<file path="src/source/tracking_pkg.sv">
package tracking_pkg;

	// bus widths
	localparam int mem_addr_w = 18;
	localparam int word_w = 32;
	localparam int buf_addr_w = 6;
	localparam int byte_w = 8;
	localparam int ptr_idx_w = 5;
	localparam int color_w = 3;
	localparam int rank_w = 2;
	localparam int kind_w = 3;
	localparam int state_w = 3;

	// pointer table walk
	localparam int ptr_slots = 20;
	localparam int rank_slots = 6;       // pointer slots per rank
	localparam int max_rank = 2;
	localparam int blob_region_base = 200000;

	// colour codes as stored in word one, minus 1
	localparam int color_red = 0;
	localparam int color_orange = 1;
	localparam int color_yellow = 2;
	localparam int color_green = 3;
	localparam int color_blue = 4;
	localparam int color_purple = 5;
	localparam int color_count = 6;

	localparam int marker_start = 176;
	localparam int marker_lf = 10;
	localparam int marker_cr = 13;

	localparam int mode1_bytes = 28;
	localparam int mode2_bytes = 52;

	// packet slot layout
	localparam int centroid_base = 2;    // x of rank 1 red
	localparam int mode1_size_base = 14;
	localparam int mode2_size_base = 26;
	localparam int mode1_rank_stride = 6;
	localparam int mode2_rank_stride = 12;

	// kind of buffer write
	localparam int kind_clear = 0;
	localparam int kind_start = 1;
	localparam int kind_protocol = 2;
	localparam int kind_lf = 3;
	localparam int kind_cr = 4;
	localparam int kind_field = 5;

	// sequencer states
	localparam int st_idle = 0;
	localparam int st_clear = 1;
	localparam int st_markers = 2;
	localparam int st_examine = 3;
	localparam int st_fetch = 4;
	localparam int st_store = 5;
	localparam int st_done = 6;

endpackage

</file>
<file path="src/source/packet_buffer.sv">
module packet_buffer
	import tracking_pkg::*;
(
	input  logic clk,
	input  logic write_strobe,
	input  logic [buf_addr_w-1:0] buf_addr,
	input  logic [byte_w-1:0] buf_byte,
	input  logic [buf_addr_w-1:0] read_addr,
	output logic [byte_w-1:0] read_data
);
	logic [byte_w-1:0] mem [0:(1 << buf_addr_w) - 1];

	// port a, written by the assembler
	always_ff @(posedge clk) begin
		if (write_strobe)
			mem[buf_addr] <= buf_byte;
	end

	// port b, external packet reader
	always_ff @(posedge clk) begin
		read_data <= mem[read_addr];   // one cycle latency
	end

endmodule

</file>
<file path="src/source/slot_mapper.sv">
module slot_mapper
	import tracking_pkg::*;
(
	input  logic [kind_w-1:0] write_kind,
	input  logic [1:0] field_index,
	input  logic [buf_addr_w-1:0] clear_addr,
	input  logic [rank_w-1:0] blob_rank,
	input  logic [color_w-1:0] blob_color,
	input  logic mode_two,
	input  logic [word_w-1:0] blob_word,
	output logic [buf_addr_w-1:0] buf_addr,
	output logic [byte_w-1:0] buf_byte
);
	logic [buf_addr_w-1:0] pkt_len;
	logic [buf_addr_w-1:0] rank_offset;
	logic [buf_addr_w-1:0] field_base;
	logic [buf_addr_w-1:0] color_offset;
	logic [color_w-1:0] color_index;
	logic [byte_w-1:0] field_byte;

	assign pkt_len = mode_two ? buf_addr_w'(mode2_bytes) : buf_addr_w'(mode1_bytes);
	assign rank_offset = (blob_rank != rank_w'(2)) ? '0 :
		mode_two ? buf_addr_w'(mode2_rank_stride) : buf_addr_w'(mode1_rank_stride);
	assign field_base = !field_index[1] ? buf_addr_w'(centroid_base) :
		mode_two ? buf_addr_w'(mode2_size_base) : buf_addr_w'(mode1_size_base);
	assign color_offset = buf_addr_w'({color_index, 1'b0});   // two bytes per colour

	// mode 1 packs red, green, blue into three adjacent pairs
	always_comb begin
		color_index = blob_color;
		if (!mode_two) begin
			case (blob_color)
				color_w'(color_green): color_index = color_w'(1);
				color_w'(color_blue): color_index = color_w'(2);
				default: color_index = '0;
			endcase
		end
	end

	always_comb begin
		case (field_index)
			2'd0: field_byte = blob_word[31:24];   // x centroid
			2'd1: field_byte = blob_word[23:16];   // y centroid
			2'd2: field_byte = blob_word[15:8];
			default: field_byte = blob_word[7:0];
		endcase
	end

	always_comb begin
		case (write_kind)
			kind_w'(kind_clear): begin
				buf_addr = clear_addr;
				buf_byte = '0;
			end
			kind_w'(kind_start): begin
				buf_addr = '0;
				buf_byte = byte_w'(marker_start);
			end
			kind_w'(kind_protocol): begin
				buf_addr = buf_addr_w'(1);
				buf_byte = mode_two ? byte_w'(2) : byte_w'(1);
			end
			kind_w'(kind_lf): begin
				buf_addr = pkt_len - buf_addr_w'(2);
				buf_byte = byte_w'(marker_lf);
			end
			kind_w'(kind_cr): begin
				buf_addr = pkt_len - buf_addr_w'(1);
				buf_byte = byte_w'(marker_cr);
			end
			default: begin   // blob field
				buf_addr = field_base + rank_offset + color_offset + buf_addr_w'(field_index[0]);
				buf_byte = field_byte;
			end
		endcase
	end

endmodule

</file>
<file path="src/source/blob_fetch.sv">
module blob_fetch
	import tracking_pkg::*;
(
	input  logic clk,
	input  logic reset,
	input  logic fetch_start,
	input  logic [mem_addr_w-1:0] blob_pointer,
	input  logic [word_w-1:0] mem_data,
	input  logic mode_two,
	input  logic clear_display,
	output logic [mem_addr_w-1:0] mem_address,
	output logic fetch_done,
	output logic color_valid,
	output logic [color_w-1:0] blob_color,
	output logic [word_w-1:0] blob_word,
	output logic [color_count-1:0] tracking_display
);
	logic [2:0] fetch_pipe;              // one bit per cycle after fetch_start
	logic [byte_w-1:0] color_code;
	logic rgb_color;

	assign fetch_done = fetch_pipe[2];
	assign blob_color = color_code[color_w-1:0];
	assign rgb_color = (blob_color == color_w'(color_red)) ||
		(blob_color == color_w'(color_green)) ||
		(blob_color == color_w'(color_blue));
	assign color_valid = (color_code < byte_w'(color_count)) && (mode_two || rgb_color);

	always_ff @(posedge clk) begin
		if (reset) begin
			fetch_pipe <= '0;
			mem_address <= '0;
			tracking_display <= '0;
		end else begin
			fetch_pipe <= {fetch_pipe[1:0], fetch_start};
			if (fetch_start)
				mem_address <= blob_pointer;              // word one
			else if (fetch_pipe[0])
				mem_address <= mem_address + 1'b1;        // word two
			if (clear_display)
				tracking_display <= '0;
			else if (fetch_done && color_valid)
				tracking_display[blob_color] <= 1'b1;
		end
	end

	// memory answers one cycle after the address, so word one lands in pipe stage 1
	always_ff @(posedge clk) begin
		if (fetch_pipe[1])
			color_code <= mem_data[byte_w-1:0] - 1'b1;   // code 0 wraps to an invalid colour
		if (fetch_pipe[2])
			blob_word <= mem_data;   // x, y, size high, size low
	end

	assert property (@(posedge clk) disable iff (reset) fetch_start |-> ##3 fetch_done);

endmodule

</file>
<file path="src/source/tracking_sequencer.sv">
module tracking_sequencer
	import tracking_pkg::*;
(
	input  logic clk,
	input  logic reset,
	input  logic enable_tracking,
	input  logic [1:0] mode_switches,
	input  logic [ptr_idx_w-1:0] number_of_valid_blobs,
	input  logic [mem_addr_w-1:0] blob_pointer,
	input  logic fetch_done,
	input  logic color_valid,
	input  logic [color_w-1:0] blob_color,
	output logic [ptr_idx_w-1:0] pointer_index,
	output logic fetch_start,
	output logic write_strobe,
	output logic [kind_w-1:0] write_kind,
	output logic [1:0] field_index,
	output logic [buf_addr_w-1:0] clear_addr,
	output logic [rank_w-1:0] blob_rank,
	output logic mode_two,
	output logic [6:0] bytes_to_transmit,
	output logic tracking_done
);
	logic [state_w-1:0] state;
	logic [1:0] step;                    // marker or field counter
	logic [ptr_idx_w-1:0] blobs_written;
	logic pointer_valid;
	logic run_over;

	// rank follows the pointer slot in groups of six
	assign blob_rank = (pointer_index < ptr_idx_w'(rank_slots)) ? rank_w'(1) :
		(pointer_index < ptr_idx_w'(2 * rank_slots)) ? rank_w'(2) : rank_w'(3);

	assign pointer_valid = blob_pointer >= mem_addr_w'(blob_region_base);
	assign run_over = (pointer_index >= ptr_idx_w'(ptr_slots)) ||
		(blob_rank > rank_w'(max_rank)) ||
		(blobs_written == number_of_valid_blobs);

	assign write_strobe = (state == state_w'(st_clear)) || (state == state_w'(st_markers)) ||
		(state == state_w'(st_store));
	assign field_index = step;
	assign bytes_to_transmit = mode_two ? 7'(mode2_bytes) : 7'(mode1_bytes);
	assign tracking_done = state == state_w'(st_done);

	always_comb begin
		write_kind = kind_w'(kind_clear);
		if (state == state_w'(st_markers)) begin
			case (step)
				2'd0: write_kind = kind_w'(kind_start);
				2'd1: write_kind = kind_w'(kind_protocol);
				2'd2: write_kind = kind_w'(kind_lf);
				default: write_kind = kind_w'(kind_cr);
			endcase
		end else if (state == state_w'(st_store)) begin
			write_kind = kind_w'(kind_field);
		end
	end

	always_ff @(posedge clk) begin
		if (reset || !enable_tracking) begin   // dropping enable aborts the run
			state <= state_w'(st_idle);
			step <= '0;
			pointer_index <= '0;
			blobs_written <= '0;
			clear_addr <= '0;
			fetch_start <= 1'b0;
			if (reset)
				mode_two <= 1'b1;
		end else begin
			fetch_start <= 1'b0;
			case (state)
				state_w'(st_idle): begin
					mode_two <= mode_switches != 2'b01;   // 00, 10 and 11 all mean mode 2
					state <= state_w'(st_clear);
				end
				state_w'(st_clear): begin
					clear_addr <= clear_addr + 1'b1;
					if (clear_addr == buf_addr_w'(mode2_bytes - 1))
						state <= state_w'(st_markers);
				end
				state_w'(st_markers): begin
					step <= step + 1'b1;
					if (step == 2'd3)
						state <= state_w'(st_examine);
				end
				state_w'(st_examine): begin
					if (run_over) begin
						state <= state_w'(st_done);
					end else if (pointer_valid) begin
						fetch_start <= 1'b1;
						state <= state_w'(st_fetch);
					end else begin
						pointer_index <= pointer_index + 1'b1;   // empty slot
					end
				end
				state_w'(st_fetch): begin
					if (fetch_done) begin
						if (color_valid) begin
							state <= state_w'(st_store);
						end else begin
							pointer_index <= pointer_index + 1'b1;
							state <= state_w'(st_examine);
						end
					end
				end
				state_w'(st_store): begin
					step <= step + 1'b1;
					if (step == 2'd3) begin
						blobs_written <= blobs_written + 1'b1;
						pointer_index <= pointer_index + 1'b1;
						state <= state_w'(st_examine);
					end
				end
				default: state <= state_w'(st_done);   // held until enable falls
			endcase
		end
	end

	assert property (@(posedge clk) disable iff (reset)
		(state == state_w'(st_idle) || state == state_w'(st_done)) |-> !write_strobe);

	assert property (@(posedge clk) disable iff (reset) fetch_start |=> !fetch_start);

endmodule

</file>
<file path="src/source/tracking_output_assembly.sv">
module tracking_output_assembly
	import tracking_pkg::*;
(
	input  logic clk,
	input  logic reset,
	input  logic enable_tracking,
	input  logic [1:0] mode_switches,
	input  logic [ptr_idx_w-1:0] number_of_valid_blobs,
	output logic [ptr_idx_w-1:0] pointer_index,
	input  logic [mem_addr_w-1:0] blob_pointer,
	output logic [mem_addr_w-1:0] mem_address,
	input  logic [word_w-1:0] mem_data,
	input  logic [buf_addr_w-1:0] read_addr,
	output logic [byte_w-1:0] read_data,
	output logic [6:0] bytes_to_transmit,
	output logic [color_count-1:0] tracking_display,
	output logic tracking_done
);
	logic fetch_start;
	logic fetch_done;
	logic color_valid;
	logic [color_w-1:0] blob_color;
	logic [word_w-1:0] blob_word;
	logic write_strobe;
	logic [kind_w-1:0] write_kind;
	logic [1:0] field_index;
	logic [buf_addr_w-1:0] clear_addr;
	logic [rank_w-1:0] blob_rank;
	logic mode_two;
	logic clear_display;
	logic [buf_addr_w-1:0] buf_addr;
	logic [byte_w-1:0] buf_byte;

	// display bits drop while the buffer is being cleared
	assign clear_display = write_strobe && (write_kind == kind_w'(kind_clear));

	tracking_sequencer u_sequencer (
		.clk(clk),
		.reset(reset),
		.enable_tracking(enable_tracking),
		.mode_switches(mode_switches),
		.number_of_valid_blobs(number_of_valid_blobs),
		.blob_pointer(blob_pointer),
		.fetch_done(fetch_done),
		.color_valid(color_valid),
		.blob_color(blob_color),
		.pointer_index(pointer_index),
		.fetch_start(fetch_start),
		.write_strobe(write_strobe),
		.write_kind(write_kind),
		.field_index(field_index),
		.clear_addr(clear_addr),
		.blob_rank(blob_rank),
		.mode_two(mode_two),
		.bytes_to_transmit(bytes_to_transmit),
		.tracking_done(tracking_done)
	);

	blob_fetch u_fetch (
		.clk(clk),
		.reset(reset),
		.fetch_start(fetch_start),
		.blob_pointer(blob_pointer),
		.mem_data(mem_data),
		.mode_two(mode_two),
		.clear_display(clear_display),
		.mem_address(mem_address),
		.fetch_done(fetch_done),
		.color_valid(color_valid),
		.blob_color(blob_color),
		.blob_word(blob_word),
		.tracking_display(tracking_display)
	);

	slot_mapper u_mapper (
		.write_kind(write_kind),
		.field_index(field_index),
		.clear_addr(clear_addr),
		.blob_rank(blob_rank),
		.blob_color(blob_color),
		.mode_two(mode_two),
		.blob_word(blob_word),
		.buf_addr(buf_addr),
		.buf_byte(buf_byte)
	);

	packet_buffer u_buffer (
		.clk(clk),
		.write_strobe(write_strobe),
		.buf_addr(buf_addr),
		.buf_byte(buf_byte),
		.read_addr(read_addr),
		.read_data(read_data)
	);

endmodule

</file>
<file path="config.mk">
export PLATFORM = sky130hd
export DESIGN_NAME = tracking_output_assembly
export DESIGN_NICKNAME = d
export VERILOG_FILES = /design/src/source/tracking_pkg.sv /design/src/source/packet_buffer.sv /design/src/source/slot_mapper.sv /design/src/source/blob_fetch.sv /design/src/source/tracking_sequencer.sv /design/src/source/tracking_output_assembly.sv
export SDC_FILE = /design/constraint.sdc
export NUM_CORES = 1
export LEC_CHECK = 0
export ABC_AREA = 1
export BUFFER_PORTS_ARGS = -buffer_cell sky130_fd_sc_hd__buf_2
export CAP_MARGIN = 10
export CORE_MARGIN = 2
export CORE_UTILIZATION = 45
export CTS_BUF_LIST = sky130_fd_sc_hd__clkbuf_8
export DETAILED_ROUTE_END_ITERATION = 16
export PLACE_DENSITY = 0.6
export SYNTH_ARGS = -nofsm -noshare
export SYNTH_HDL_FRONTEND = slang
export SYNTH_SLANG_ARGS = --single-unit
</file>
<file path="constraint.sdc">
create_clock -name clk -period 13.78 [get_ports clk]
set_input_delay 3.445 -clock clk [delete_from_list [all_inputs] [get_ports clk]]
set_output_delay 3.445 -clock clk [all_outputs]
set_load 0.01 [all_outputs]
</file>
==> metrics.md <==
| Metric | Value |
|---|---|
| Status | `completed` |
| Post-synth top flop | `edfxtp_1` |
| Worst path bufs/invs | `4` |
| Final Hold Fails | `0` |
| Synth area leaders | `edfxtp_1, nand2_1, nand3_1, dfxtp_1, nor2_1` |
| Drt drc | `0` |
| Power Density | `127 nW/um^2` |
| CP Max Fanout | `119` |
| Synth area leader | `edfxtp_1` |
| Util after Layout | `51.0%` |
| Yosys top cell area share | `64.2%` |
| Cts repair resizes | `0` |
| Setup Buffers After CTS | `0` |
| DR pass1 iterations | `5` |
| CTS tree | `done` |
| Final Slew Violations | `0` |
| Initial Util | `45.7%` |
| Root buf cell | `clkbuf_8` |
| Critical-path top delay cell | `buf_4` |
| CTS buffer count | `101` |
| CTS H-tree depth | `3` |
| Antenna Nets Post-Route | `0` |
| Setup crit end kind | `flip-flop` |
| Crit path cell chain | `buf_6 -> inv_6 -> buf_4 -> buf_4 -> nand2_1 -> nand3_1 -> nand3_1 -> nand2_1 -> nand2_1 -> nand3_1 -> o21ai_0 -> o21ai_0` |
| Max_slew headroom | `30.4%` |
| Worst skew pair latency | `0.69 ns` |
| Max Cap Viol | `0` |
| Worst VDD drop | `0.0787 mV` |
| Area of the multi-input gates | `7330 um^2` |
| Die H | `244 um` |
| GRT overflow | `0` |
| Reg clk slew, reported paths | `0.06 ns` |
| DR WL/cell | `19.7 um` |
| Complex-gate fraction of the synthesized area | `4.28%` |
| Wire length of the first global-routing pass | `102,000 um` |
| Unrepaired setup endpoints after global routing | `no` |
| Final setup fails | `0` |
| Post-route setup TNS | `0 ns` |
| Seq cells post-synth | `610` |
| Startpoint Class | `input port` |
| CTS Sinks | `610` |
| Critical path class | `in2reg` |
| Gr usage total | `22.1%` |
| Hold/Removal Path Class | `reg2reg` |
| Post-synth EDFFs | `553` |
| Simple-Gate Fraction of Synth Area | `21.9%` |
| Tcrit/Tclk final | `46.9%` |
| Leak | `10.9 nW` |
| Number of global-route vias before repair | `17.6k` |
| Largest family of logic cells by synthesized area | `simple AND/OR/NAND/NOR gates` |
| CTS Buffer Depth | `3` |
| Most instantiated cells after synthesis | `nand2_1, edfxtp_1, nand3_1, nor2_1, inv_1` |
| Initial DRC count | `1,539` |
| Synthesis Warnings | `0` |
| Skew final | `0.0268 ns` |
| CP arrival | `7.07 ns` |
| Die Area | `59,500 um^2` |
| Mux share of post-synthesis cell area | `0%` |
| Fillers | `5,063` |
| Register Area | `17,700 um^2` |
| Post-synthesis instance area | `25,900 um^2` |
| Synthesized-area fraction occupied by adder cells | `0.860%` |
| CP top delay family | `buffers and inverters` |
| Tmin final | `6.46 ns` |
| Register area share after synthesis | `68.6%` |
| Layout cells sized above 1 | `11.8%` |
| Placed cells | `3,148` |
| Die width | `244 um` |
| Synth Area per Inst | `10.8 um^2` |
| Via count | `17.9k` |
| GP Congestion | `0.834` |
| WL final | `65,700 um` |
| Vias per Instance | `5.38` |
| Slowest Stage Delay on Critical Path | `0.87 ns` |
| Count leader, synth | `nand2_1` |
| Critical Path RT | `14.39 ns` |
| # diodes | `0` |
| Synth Instances | `2,394` |
| Xor/xnor share of the synthesized area | `0.812%` |
| Final #Nets | `2,577` |
| Synth-to-Final Area Change | `11.6%` |
| Initial antenna violation count | `0` |
| Achievable Freq | `0.155 GHz` |
| Async SR Flop Fraction | `0%` |
| Hold buffers post-CTS | `0` |
| Largest net degree at the start of global routing | `120` |
| Final cell count without fillers | `3,330` |
| HPWL Detailed | `38,000 um` |
| Rows | `87` |
| IO buf count | `105` |
| Netlist cell types | `49` |
| Ports | `111` |
| Worst-margin pin slew | `1.04 ns` |
| Core outline area | `56,600 um^2` |
-- area by class of cell --
class | instances | area share, %
inverter | 102 | 1.35
multi-input combinational | 1556 | 25.4
timing repair buffer | 124 | 2.34
sequential | 610 | 61.4
clock buffer | 103 | 4.91
clock inverter | 79 | 1.33
tap | 756 | 3.27
-- tightest hold or removal path, cell delays in order, from the launching register on --
cell,delay [ns]
dfxtp_1,0.30
inv_1,0.04
a21oi_1,0.05
-- kinds of logic (layout without fill, tap and decap cells) --
group / count (synthesis) / after routing
AO/OA/AOI/OAI: 194 / 194
XOR/XNOR: 24 / 24
adder cells (fa/ha/maj): 16 / 16
buffers and inverters: 231 / 408
flip-flops: 610 / 610
other: 2 / 5
AND/OR/NAND/NOR: 1317 / 1317
-- metal layers --
| layer | vias to the layer above | GRT usage, % | routed length (um) |
|---|---|---|---|
| li1 | 8492 | - | - |
| met1 | 8661 | 30.1 | 28000 |
| met2 | 660 | 36.0 | 31600 |
| met3 | 117 | 3.72 | 4170 |
| met4 | 0 | 7.87 | 1920 |
| met5 | - | 0 | 0 |
-- flip-flops by register name, summed over array words and instances, names as in the netlist --
register and flops:
u_sequencer.pointer_index 5, u_fetch.mem_address 18, u_sequencer.blobs_written 5, u_buffer.mem 512, u_fetch.color_code 8, u_fetch.fetch_pipe 3
u_sequencer.clear_addr 6, u_fetch.tracking_display 6, u_fetch.blob_word 32, u_sequencer.state 3, u_buffer.read_data 8, u_sequencer.field_index 2
u_sequencer.fetch_start 1, u_sequencer.mode_two 1
-- through the flow --
stage                     area [um^2]  total power [W]  setup slack [ns]  hold WS (ns)
after floorplan                 25900          0.00220              9.02         0.451
after global placement          27100          0.00227              6.80         0.440
after detailed placement        27100          0.00228              6.74         0.442
after CTS                       28900          0.00371              7.49         0.452
after global routing            28900          0.00381              7.05         0.477
final                           28900          0.00367              7.32         0.448
-- power by group --
group / internal, W / leakage, nW / switching [W]
registers: 0.00202 / 5.70 / 0.00000547
logic: 0.0000584 / 4.19 / 0.000158
clock network: 0.000729 / 1.06 / 0.000707
total: 0.00280 / 10.9 / 0.000871
-- path summary, 6_finish.rpt --
check | start | to | slack [ns] | depth (start not counted)
setup / recovery | read_addr[0] | u_buffer.read_data[6]$_DFF_P_ | 7.32 | 12
hold / removal | u_fetch.tracking_display[0]$_SDFFE_PP0P_ | u_fetch.tracking_display[0]$_SDFFE_PP0P_ | 0.45 | 2
setup reg to reg | u_fetch.color_code[1]$_DFFE_PP_ | u_buffer.mem[13][7]$_DFFE_PP_ | 9.58 | 17
hold reg to reg | u_fetch.tracking_display[0]$_SDFFE_PP0P_ | u_fetch.tracking_display[0]$_SDFFE_PP0P_ | 0.45 | 2
-- cells in the final DEF, fill, tap and decap left out, types with 6 or more instances in the layout --
| cell | Yosys | final |
|---|---|---|
| nand2_1 | 722 | 722 |
| edfxtp_1 | 553 | 553 |
| nand3_1 | 398 | 398 |
| nor2_1 | 136 | 136 |
| inv_1 | 94 | 132 |
| clkbuf_8 | 0 | 103 |
| buf_2 | 11 | 103 |
| a21oi_1 | 77 | 77 |
| o21ai_0 | 63 | 59 |
| dfxtp_1 | 57 | 57 |
| clkinv_1 | 2 | 23 |
| nand2_2 | 20 | 20 |
| buf_4 | 7 | 20 |
| o22ai_1 | 14 | 14 |
| ha_1 | 13 | 13 |
| xor2_1 | 12 | 12 |
| xnor2_1 | 12 | 12 |
| clkinv_2 | 0 | 11 |
| nand4_1 | 10 | 10 |
| inv_2 | 6 | 7 |
| a31oi_1 | 8 | 7 |
| nor3_1 | 6 | 6 |
| nand3_2 | 6 | 6 |
| a22o_1 | 6 | 6 |
| nor2_2 | 6 | 6 |
| o211ai_1 | 6 | 6 |
| a22oi_1 | 6 | 6 |
Power figures use the tool's default switching activity.
